**config.mk**
```make
export PLATFORM = sky130hd
export DESIGN_NAME = qla_core
export DESIGN_NICKNAME = d
export VERILOG_FILES = /design/src/qla_pkg.sv /design/src/dac_if.sv /design/src/dac_serial_writer.sv /design/src/dac_update_ctrl.sv /design/src/motor_channel.sv /design/src/qla_core.sv
export SDC_FILE = /design/constraint.sdc
export NUM_CORES = 1
export LEC_CHECK = 0
export ABC_AREA = 1
export BUFFER_PORTS_ARGS = -buffer_cell sky130_fd_sc_hd__buf_2
export CORE_MARGIN = 8
export CORE_UTILIZATION = 35
export DETAILED_ROUTE_END_ITERATION = 8
export GPL_ROUTABILITY_DRIVEN = 0
export SLEW_MARGIN = 30
export SYNTH_ARGS = -nofsm -noshare
export SYNTH_HDL_FRONTEND = slang
export SYNTH_SLANG_ARGS = --single-unit
```
**constraint.sdc**
```tcl
create_clock -name sysclk -period 3.11 [get_ports sysclk]
set_input_delay 0.311 -clock sysclk [delete_from_list [all_inputs] [get_ports sysclk]]
set_output_delay 0.311 -clock sysclk [all_outputs]
set_load 0.03 [all_outputs]
```
**src/qla_pkg.sv**
```systemverilog
`default_nettype none

// shared register map, widths and dac frame format for the motor board
package qla_pkg;

    // ------------------------------------------------------------------------
    // widths
    // ------------------------------------------------------------------------

    // number of motor channels on the board
    localparam int num_chan = 4;

    // bus data word and bus address
    typedef logic [31:0] quad_t;
    typedef logic [15:0] addr_t;

    // commanded current, as sent to the dac
    typedef logic [15:0] cmd_t;

    // region sits in address bits 15:12
    typedef logic [3:0] region_t;
    // channel sits in address bits 7:4, channel 0 is the board itself
    typedef logic [3:0] chan_t;
    // register offset sits in address bits 3:0
    typedef logic [3:0] off_t;

    // ------------------------------------------------------------------------
    // register map
    // ------------------------------------------------------------------------

    localparam region_t addr_main = 4'h0;

    // global registers, channel 0
    localparam off_t off_status    = 4'd0;
    localparam off_t off_timestamp = 4'd10;

    // per channel registers, channels 1 to num_chan
    localparam off_t off_dac_ctrl     = 4'd0;
    localparam off_t off_motor_status = 4'd12;
    localparam off_t off_motor_config = 4'd13;

    // dac write only counts when this bit is set
    localparam int dac_valid_bit = 31;

    // motor status write, mask bit enables the value bit
    localparam int amp_en_mask_bit  = 9;
    localparam int amp_en_value_bit = 8;

    // global status write, same mask/value scheme for board power
    localparam int pwr_en_mask_bit  = 19;
    localparam int pwr_en_value_bit = 18;

    // motor status read bits
    localparam int stat_amp_en_bit = 29;
    localparam int stat_safety_bit = 17;
    localparam int stat_fault_bit  = 16;

    // global status read layout, lsb of each field
    localparam int gstat_board_id_lsb = 24;
    localparam int gstat_pwr_bit      = 18;
    localparam int gstat_safety_lsb   = 8;
    localparam int gstat_fault_lsb    = 0;

    // ------------------------------------------------------------------------
    // dac serial frame
    // ------------------------------------------------------------------------

    // command nibble, channel nibble, then 16 data bits, msb first
    localparam int dac_frame_bits = 24;
    // write input register and update output
    localparam logic [3:0] dac_cmd_write_update = 4'h3;

    // dac writer states
    typedef enum logic [1:0] {
        dac_idle,
        dac_shift,
        dac_gap
    } dac_state_t;

endpackage

`default_nettype wire

```
**src/dac_if.sv**
```systemverilog
`timescale 1ns/100ps
`default_nettype none

// commands and update handshake shared by the channels, the sequencer and the dac writer
interface dac_if
    import qla_pkg::*;
#(
    parameter int num_chan = 4
);
    // one commanded current per channel, each driven by its own channel
    cmd_t cmd [num_chan];

    // one-cycle update strobe, only ever raised while busy is low
    logic data_ready;

    // high for the whole serial update
    logic busy;

    modport chan_src (output cmd);
    modport seq (output data_ready, input busy);
    modport writer (input cmd, input data_ready, output busy);

endinterface

`default_nettype wire

```
**src/dac_serial_writer.sv**
```systemverilog
`timescale 1ns/100ps
`default_nettype none

module dac_serial_writer
    import qla_pkg::*;
#(
    parameter int num_chan         = 4,
    parameter int sclk_half_period = 1
) (
    input  logic  sysclk,
    input  logic  arst_n,
    dac_if.writer dac,
    output logic  sclk,
    output logic  mosi,
    output logic  csel
);

    // csel stays high this many cycles between frames
    localparam int gap_cycles = 2;
    localparam int fcnt_w     = $clog2(num_chan);
    localparam int bcnt_w     = $clog2(dac_frame_bits);
    localparam int tick_w     = $clog2(sclk_half_period + gap_cycles);

    dac_state_t                state;
    logic [dac_frame_bits-1:0] shreg;
    logic [bcnt_w-1:0]         bit_cnt;
    logic [fcnt_w-1:0]         frame_cnt;
    logic [fcnt_w-1:0]         next_frame;
    logic [tick_w-1:0]         tick_cnt;
    cmd_t                      cmd_lat [num_chan];

    // command nibble, channel address, then the current
    function automatic logic [dac_frame_bits-1:0] make_frame(
        input logic [fcnt_w-1:0] idx,
        input cmd_t              value
    );
        make_frame = {dac_cmd_write_update, 4'(idx), value};
    endfunction

    assign next_frame = frame_cnt + 1'b1;

    // msb goes out first
    assign mosi = shreg[dac_frame_bits-1];

    // snapshot of all commands, taken on the update strobe
    always_ff @(posedge sysclk) begin
        if (state == dac_idle && dac.data_ready) begin
            cmd_lat <= dac.cmd;
        end
    end

    // ------------------------------------------------------------------------
    // frame FSM
    // ------------------------------------------------------------------------

    always_ff @(posedge sysclk or negedge arst_n) begin
        if (!arst_n) begin
            state     <= dac_idle;
            dac.busy  <= 1'b0;
            sclk      <= 1'b0;
            csel      <= 1'b1;
            shreg     <= '0;
            bit_cnt   <= '0;
            frame_cnt <= '0;
            tick_cnt  <= '0;
        end else begin
            case (state)
                dac_idle: begin
                    // first frame comes straight from the bus, later ones from the latch
                    if (dac.data_ready) begin
                        shreg     <= make_frame('0, dac.cmd[0]);
                        bit_cnt   <= '0;
                        frame_cnt <= '0;
                        tick_cnt  <= '0;
                        csel      <= 1'b0;
                        dac.busy  <= 1'b1;
                        state     <= dac_shift;
                    end
                end

                dac_shift: begin
                    if (tick_cnt == tick_w'(sclk_half_period - 1)) begin
                        tick_cnt <= '0;
                        sclk     <= ~sclk;
                        // falling sclk edge moves mosi to the next bit
                        if (sclk) begin
                            if (bit_cnt == bcnt_w'(dac_frame_bits - 1)) begin
                                csel  <= 1'b1;
                                state <= dac_gap;
                            end else begin
                                bit_cnt <= bit_cnt + 1'b1;
                                shreg   <= {shreg[dac_frame_bits-2:0], 1'b0};
                            end
                        end
                    end else begin
                        tick_cnt <= tick_cnt + 1'b1;
                    end
                end

                dac_gap: begin
                    if (tick_cnt == tick_w'(gap_cycles - 1)) begin
                        tick_cnt <= '0;
                        if (frame_cnt == fcnt_w'(num_chan - 1)) begin
                            dac.busy <= 1'b0;
                            state    <= dac_idle;
                        end else begin
                            frame_cnt <= next_frame;
                            shreg     <= make_frame(next_frame, cmd_lat[next_frame]);
                            bit_cnt   <= '0;
                            csel      <= 1'b0;
                            state     <= dac_shift;
                        end
                    end else begin
                        tick_cnt <= tick_cnt + 1'b1;
                    end
                end

                default: begin
                    state <= dac_idle;
                end
            endcase
        end
    end

endmodule

`default_nettype wire

```
**src/dac_update_ctrl.sv**
```systemverilog
`timescale 1ns/100ps
`default_nettype none

module dac_update_ctrl #(
    parameter int num_chan = 4
) (
    input  logic                sysclk,
    input  logic                arst_n,
    input  logic [num_chan-1:0] cmd_valid_wr,
    input  logic                status_wr,
    input  logic                blk_wen,
    dac_if.seq                  dac
);

    logic dac_wr;
    logic blk_end;
    logic req_in;
    logic pending;
    logic req;

    // any channel took a command with its valid bit set
    assign dac_wr = |cmd_valid_wr;

    // block writes end on the global status register, treat it like blk_wen
    assign blk_end = blk_wen || status_wr;

    // a quadlet write has blk_wen with the dac write, so count this cycle too
    assign req_in = blk_end && (pending || dac_wr);

    // ------------------------------------------------------------------------
    // pending update within a block
    // ------------------------------------------------------------------------

    always_ff @(posedge sysclk or negedge arst_n) begin
        if (!arst_n) begin
            pending <= 1'b0;
        end else if (blk_end) begin
            pending <= 1'b0;
        end else if (dac_wr) begin
            pending <= 1'b1;
        end
    end

    // ------------------------------------------------------------------------
    // request and update strobe
    // ------------------------------------------------------------------------

    // the strobe cycle itself counts as busy, the writer raises busy a cycle later
    // new requests while one waits simply merge into it
    always_ff @(posedge sysclk or negedge arst_n) begin
        if (!arst_n) begin
            req            <= 1'b0;
            dac.data_ready <= 1'b0;
        end else if ((req || req_in) && !dac.busy && !dac.data_ready) begin
            req            <= 1'b0;
            dac.data_ready <= 1'b1;
        end else begin
            dac.data_ready <= 1'b0;
            if (req_in) begin
                req <= 1'b1;
            end
        end
    end

endmodule

`default_nettype wire

```
**src/motor_channel.sv**
```systemverilog
`timescale 1ns/100ps
`default_nettype none

module motor_channel
    import qla_pkg::*;
#(
    parameter int chan_idx = 0
) (
    input  logic    sysclk,
    input  logic    arst_n,
    input  logic    wsel,
    input  off_t    waddr_off,
    input  quad_t   wdata,
    input  logic    wdog_timeout,
    input  logic    amp_fault,
    dac_if.chan_src dac,
    output quad_t   status,
    output quad_t   cfg,
    output logic    amp_en_cmd,
    output logic    amp_disable,
    output logic    cmd_valid_wr
);

    logic dac_wsel;
    logic stat_wsel;
    logic cfg_wsel;
    cmd_t cur_cmd;
    logic amp_en;
    logic amp_en_d;
    logic safety;
    logic safety_d;
    logic safety_cause;

    // ------------------------------------------------------------------------
    // register write decode
    // ------------------------------------------------------------------------

    assign dac_wsel  = wsel && (waddr_off == off_dac_ctrl);
    assign stat_wsel = wsel && (waddr_off == off_motor_status);
    assign cfg_wsel  = wsel && (waddr_off == off_motor_config);

    // sequencer only sees writes that carry the valid bit
    assign cmd_valid_wr = dac_wsel && wdata[dac_valid_bit];

    // host asks for this amplifier on, also clears the watchdog upstream
    assign amp_en_cmd = stat_wsel && wdata[amp_en_mask_bit] && wdata[amp_en_value_bit];

    // commanded current, low half of the dac word
    always_ff @(posedge sysclk or negedge arst_n) begin
        if (!arst_n) begin
            cur_cmd <= '0;
        end else if (cmd_valid_wr) begin
            cur_cmd <= cmd_t'(wdata);
        end
    end

    assign dac.cmd[chan_idx] = cur_cmd;

    // configuration word is plain storage
    always_ff @(posedge sysclk) begin
        if (cfg_wsel) begin
            cfg <= wdata;
        end
    end

    // ------------------------------------------------------------------------
    // amplifier enable and safety disable
    // ------------------------------------------------------------------------

    always_comb begin
        amp_en_d = amp_en;
        if (stat_wsel && wdata[amp_en_mask_bit]) begin
            amp_en_d = wdata[amp_en_value_bit];
        end
    end

    // amp_fault is low on a fault, only meaningful with the amplifier on
    assign safety_cause = wdog_timeout || (amp_en && !amp_fault);

    // an enable command only clears the latch once the cause is gone
    always_comb begin
        safety_d = safety;
        if (safety_cause) begin
            safety_d = 1'b1;
        end else if (amp_en_cmd) begin
            safety_d = 1'b0;
        end
    end

    // disable pin follows the next state so it moves on the same edge
    always_ff @(posedge sysclk or negedge arst_n) begin
        if (!arst_n) begin
            amp_en      <= 1'b0;
            safety      <= 1'b0;
            amp_disable <= 1'b1;
        end else begin
            amp_en      <= amp_en_d;
            safety      <= safety_d;
            amp_disable <= !amp_en_d || safety_d;
        end
    end

    // status word, fault bit is the raw feedback (1 means amplifier on)
    always_comb begin
        status                  = '0;
        status[stat_amp_en_bit] = amp_en;
        status[stat_safety_bit] = safety;
        status[stat_fault_bit]  = amp_fault;
    end

endmodule

`default_nettype wire

```
**src/qla_core.sv**
```systemverilog
`timescale 1ns/100ps
`default_nettype none

module qla_core
    import qla_pkg::*;
#(
    parameter int num_chan         = qla_pkg::num_chan,
    parameter int sclk_half_period = 1
) (
    input  logic                sysclk,
    input  logic                arst_n,
    input  addr_t               reg_raddr,
    input  addr_t               reg_waddr,
    input  quad_t               reg_wdata,
    output quad_t               reg_rdata,
    input  logic                reg_wen,
    input  logic                blk_wen,
    input  logic [3:0]          board_id,
    input  logic                wdog_timeout,
    input  logic [num_chan-1:0] amp_fault,
    output logic                wdog_clear,
    output logic [num_chan-1:0] amp_disable,
    output logic                dac_sclk,
    output logic                dac_mosi,
    output logic                dac_csel
);

    region_t             w_region;
    chan_t               w_chan;
    off_t                w_off;
    region_t             r_region;
    chan_t               r_chan;
    off_t                r_off;
    logic                main_wen;
    logic                status_wr;
    logic                pwr_en_cmd;
    logic                pwr_en;
    logic [31:0]         timestamp;
    logic [num_chan-1:0] wsel;
    logic [num_chan-1:0] amp_en_cmd;
    logic [num_chan-1:0] cmd_valid_wr;
    logic [num_chan-1:0] safety;
    quad_t               status [num_chan];
    quad_t               cfg [num_chan];
    quad_t               glob_status;
    quad_t               chan_rdata;

    dac_if #(.num_chan(num_chan)) dac_bus ();

    // ------------------------------------------------------------------------
    // write decode
    // ------------------------------------------------------------------------

    assign w_region = reg_waddr[15:12];
    assign w_chan   = reg_waddr[7:4];
    assign w_off    = reg_waddr[3:0];

    assign main_wen  = reg_wen && (w_region == addr_main);
    assign status_wr = main_wen && (w_chan == '0) && (w_off == off_status);

    assign pwr_en_cmd = status_wr && reg_wdata[pwr_en_mask_bit] && reg_wdata[pwr_en_value_bit];

    // host is trying to power the board or any amplifier
    assign wdog_clear = pwr_en_cmd || (|amp_en_cmd);

    // board power enable, mask bit gates the write
    always_ff @(posedge sysclk or negedge arst_n) begin
        if (!arst_n) begin
            pwr_en <= 1'b0;
        end else if (status_wr && reg_wdata[pwr_en_mask_bit]) begin
            pwr_en <= reg_wdata[pwr_en_value_bit];
        end
    end

    // free-running timestamp
    always_ff @(posedge sysclk or negedge arst_n) begin
        if (!arst_n) begin
            timestamp <= '0;
        end else begin
            timestamp <= timestamp + 32'd1;
        end
    end

    // ------------------------------------------------------------------------
    // motor channels, bus channel i+1 maps to instance i
    // ------------------------------------------------------------------------

    for (genvar i = 0; i < num_chan; i++) begin : g_chan
        assign wsel[i]   = main_wen && (w_chan == chan_t'(i + 1));
        assign safety[i] = status[i][stat_safety_bit];

        motor_channel #(
            .chan_idx(i)
        ) i_chan (
            .sysclk      (sysclk),
            .arst_n      (arst_n),
            .wsel        (wsel[i]),
            .waddr_off   (w_off),
            .wdata       (reg_wdata),
            .wdog_timeout(wdog_timeout),
            .amp_fault   (amp_fault[i]),
            .dac         (dac_bus),
            .status      (status[i]),
            .cfg         (cfg[i]),
            .amp_en_cmd  (amp_en_cmd[i]),
            .amp_disable (amp_disable[i]),
            .cmd_valid_wr(cmd_valid_wr[i])
        );
    end

    // ------------------------------------------------------------------------
    // dac update path
    // ------------------------------------------------------------------------

    dac_update_ctrl #(
        .num_chan(num_chan)
    ) i_dac_update (
        .sysclk      (sysclk),
        .arst_n      (arst_n),
        .cmd_valid_wr(cmd_valid_wr),
        .status_wr   (status_wr),
        .blk_wen     (blk_wen),
        .dac         (dac_bus)
    );

    dac_serial_writer #(
        .num_chan        (num_chan),
        .sclk_half_period(sclk_half_period)
    ) i_dac_writer (
        .sysclk(sysclk),
        .arst_n(arst_n),
        .dac   (dac_bus),
        .sclk  (dac_sclk),
        .mosi  (dac_mosi),
        .csel  (dac_csel)
    );

    // ------------------------------------------------------------------------
    // read mux, answers in the same cycle
    // ------------------------------------------------------------------------

    assign r_region = reg_raddr[15:12];
    assign r_chan   = reg_raddr[7:4];
    assign r_off    = reg_raddr[3:0];

    always_comb begin
        glob_status = '0;
        glob_status[gstat_board_id_lsb +: 4]      = board_id;
        glob_status[gstat_pwr_bit]                = pwr_en;
        glob_status[gstat_safety_lsb +: num_chan] = safety;
        glob_status[gstat_fault_lsb +: num_chan]  = amp_fault;
    end

    // channels outside 1..num_chan fall through as zero
    always_comb begin
        chan_rdata = '0;
        for (int i = 0; i < num_chan; i++) begin
            if (r_chan == chan_t'(i + 1)) begin
                case (r_off)
                    off_dac_ctrl:     chan_rdata = quad_t'(dac_bus.cmd[i]);
                    off_motor_status: chan_rdata = status[i];
                    off_motor_config: chan_rdata = cfg[i];
                    default:          chan_rdata = '0;
                endcase
            end
        end
    end

    always_comb begin
        reg_rdata = '0;
        if (r_region == addr_main) begin
            if (r_chan == '0) begin
                case (r_off)
                    off_status:    reg_rdata = glob_status;
                    off_timestamp: reg_rdata = timestamp;
                    default:       reg_rdata = '0;
                endcase
            end else begin
                reg_rdata = chan_rdata;
            end
        end
    end

endmodule

`default_nettype wire

```
==> run metrics <==
DRT Pass-1 Iters 5; max-cap violation count 0; multiplexer share of the synthesized area 0%; maximum buffer depth of the clock tree 3; maximum level of the CTS H-tree 2; number of placement rows 77; most common flop cell mapped by yosys edfxtp_1; ratio of routed vias to standard cells 5.043; number of DRC violations after detailed routing 0; Finished Core Util 41.23%; synthesized instance count 1619; clock period minus worst slack 2.689 ns; main combinational cell family by area after synthesis simple AND/OR/NAND/NOR gates; min setup slack post-route 0.4206 ns; area of the placeable core 43930 um^2; initial antenna violation count 7; area growth from synthesis to final layout 17.01%; worst-case headroom to the max-slew limit 37.86%; DP Worst Slack 0.4864 ns; measured slew at the worst slew-check pin 0.9263 ns; synthesized net count 1707; xor and xnor fraction of the mapped netlist area 1.641%; routed length per instance 18.13 um; share of synthesized registers carrying an async set or reset 43.86%; count of cells resized by post-cts repair 0; Num CTS Buffers 37; HPWL after detailed placement 28240 um; sequential area share after synthesis 61.53%; final number of max-transition violations 0; port bufs 108; type of the worst setup path input pin to output pin; Max IR drop VDD 0.5178 mV; effective utilization at floorplan 35.24%; global-route usage over all layers 16.59%; number of synthesized flops with an enable pin 192; die span in y 226.3 um; number of hold-slack violations in the final timing report 0; family of cells with the greatest summed delay on the critical path buffers and inverters; clock network latency to the later pin of the worst-skew pair 0.52 ns; Congestion Overflow GR 0; number of global-route vias before repair 11610; Starting DRT DRC Count 754; Critical Path Slowest Stage Cell buf_12; Power per Cell Area 529.2 nW/um^2; Worst Path Required 2.80 ns; net count of the finished layout 1820; most common library cell in the layout ignoring fill and taps nand2_1; data arrival at the endpoint of the critical path 2.38 ns; final period utilization 86.48%; outcome finished clean; Post-Synth Adder-Cell Area 0.8891%; flop and latch count out of synthesis 342; maximum number of pins on one net before global-route repair 92; antenna-violating nets left 0; mean instance size in the synthesized netlist 9.561 um^2; final WL 42620 um; Setup crit start kind input pin; Clock Tree Root clkbuf_16; CTS tree yes; critical path, cell by cell buf_2 -> nor2_1 -> nand2_1 -> inv_2 -> buf_12 -> nand2_1 -> a21oi_1 -> o21ai_0 -> nand2_1 -> nand2_1 -> a21oi_1 -> buf_2; first-pass GRT wire length 66590 um; via count of the routed design 11860; buffer and inverter count on the worst path 4; Post-Synthesis Cell Area 15480 um^2; reported leakage power 7.148 nW; count of fill cells added during filler insertion 4325; Final setup viols 0; number of warning messages in the yosys log 0; hold crit path type input pin to register; endpoint class of the critical path output pin; Die Wd 226.3 um; setup repair after global routing missed its margin no; Total Die Area 51210 um^2; most frequent CP cell nand2_1; setup repair bufs after CTS 0; Top-Level Pins 117; post-synth cell types 40; clock-pin slew on the worst setup and hold paths 0.06 ns; Critical Path Max Stage Delay 0.31 ns; top achievable clock speed 371.8 MHz; final setup skew 0.009278 ns; Synth Area in Simple Gates 18.33%; ratio of cells with drive above 1 in the final layout 12.91%; largest fanout on the critical path 70; CTS sink count 342; most frequent cells in the layout 458 x nand2_1, 192 x edfxtp_1, 181 x o21ai_0; Synth Area in Compound Gates 12.12%
[worst register-to-register path, cell delays in order (launching register included)]
cell and delay, ns:
dfrtp_1 0.41, inv_1 0.08, ha_1 0.25, buf_4 0.24, nand2_1 0.11, nand4_1 0.17, a21oi_2 0.37, buf_12 0.24
inv_2 0.12, nand2_1 0.07, o21ai_0 0.08
[area by class of cell]
type                            count  area, um^2  area share, %
Tap cell                          592       740.7          4.089
Clock buffer                       47        1003          5.540
Multi-Input combinational cell   1067        5147          28.42
Inverter                          130       488.0          2.694
Antenna cell                        1       2.502        0.01382
Sequential cell                   342        9525          52.59
Timing Repair Buffer              154       987.2          5.450
Clock inverter                     18       219.0          1.209
[power by group]
| group | leakage [nW] | switching, W | internal, W | total, W |
|---|---|---|---|---|
| registers | 3.59 | 0.00000283 | 0.00479 | 0.00479 |
| clock network | 0.605 | 0.00177 | 0.00270 | 0.00446 |
| logic | 2.95 | 0.000236 | 0.0000983 | 0.000334 |
| total | 7.15 | 0.00200 | 0.00758 | 0.00959 |
[metal layers]
metal	global-route usage, %	part of all wire (%)	routed length, um
met1	21.85	44	18710
met2	26.55	46	19420
met5	0	0.13	56
met3	3.725	7.0	2990
met4	6.228	3.4	1442
[sequential cells by signal (all words and copies together) (netlist names)]
signal	flops
g_chan.i_chan.safety	4
g_chan.i_chan.cur_cmd	64
i_dac_writer.state	2
i_dac_writer.bit_cnt	5
i_dac_update.dac.data_ready	1
pwr_en	1
i_dac_writer.shreg	24
g_chan.i_chan.amp_en	4
i_dac_update.pending	1
timestamp	32
g_chan.i_chan.cfg	128
i_dac_writer.frame_cnt	2
i_dac_writer.tick_cnt	2
g_chan.i_chan.amp_disable	4
i_dac_writer.sclk	1
i_dac_writer.csel	1
i_dac_update.req	1
i_dac_writer.dac.busy	1
i_dac_writer.cmd_lat	64
[cell usage after synthesis (all sizes together) (3+ instances only)]
master    n  area (um^2)
or2       3        18.77
nand3    99        495.5
o21ai   197        986.0
a22o     13        113.9
o211ai   17        127.6
a21oi    66        334.1
dfrtp   145         3628
xor2     29        254.0
nand2   459         1725
clkbuf   51        191.4
buf      29        168.9
o21bai   12        90.09
o22ai    25        156.4
edfxtp  192         5766
nor2     81        321.5
inv     129        484.2
dfstp     5        131.4
nor4      9        56.30
ha       11        137.6
nand4    15        93.84
nor3     20        111.4
[per-stage QoR]
stage               instances  cell area, um^2  hold WS, ns  total power, W  TNS, ns
finish                   2351            18110      0.02190        0.009586        0
global route             2350            18110     0.007641        0.009886        0
CTS                      2350            18110    0.0001520        0.009685        0
detailed placement       2272            16760       0.3916        0.005202        0
global placement         2272            16760       0.3903        0.005195        0
floorplan                1619            15480      0.01541        0.005015   -84.76
[what timing repair did]
| item | CTS | global route |
|---|---|---|
| hold endpoints to repair | 116 | 0 |
| hold buffers | 13 | 0 |
| endpoints found under the setup margin | 0 | 0 |
[kinds of logic after synthesis]
group                    after synthesis
AO/OA/AOI/OAI                        339
XOR/XNOR                              29
adder cells (fa/ha/maj)               11
buffers and inverters                210
flip-flops                           342
AND/OR/NAND/NOR                      688
[final timing paths]
kind,startpoint,to,slack [ns],cells after the start
setup / recovery,reg_raddr[0],reg_rdata[7],0.42,12
hold / removal,reg_wdata[6],g_chan[3].i_chan.cfg[6]$_DFFE_PP_,0.02,1
setup reg to reg,i_dac_writer.state[0]$_DFFE_PN0P_,i_dac_writer.shreg[19]$_DFFE_PN0P_,0.85,10
hold reg to reg,g_chan[0].i_chan.cur_cmd[0]$_DFFE_PN0P_,i_dac_writer.cmd_lat[48]$_DFFE_PP_,0.46,0
max in group asynchronous,arst_n,g_chan[0].i_chan.cur_cmd[2]$_DFFE_PN0P_,1.78,3
min in group asynchronous,arst_n,i_dac_writer.bit_cnt[3]$_DFFE_PN0P_,0.42,2
No activity file was read; power rests on OpenSTA's default activity.
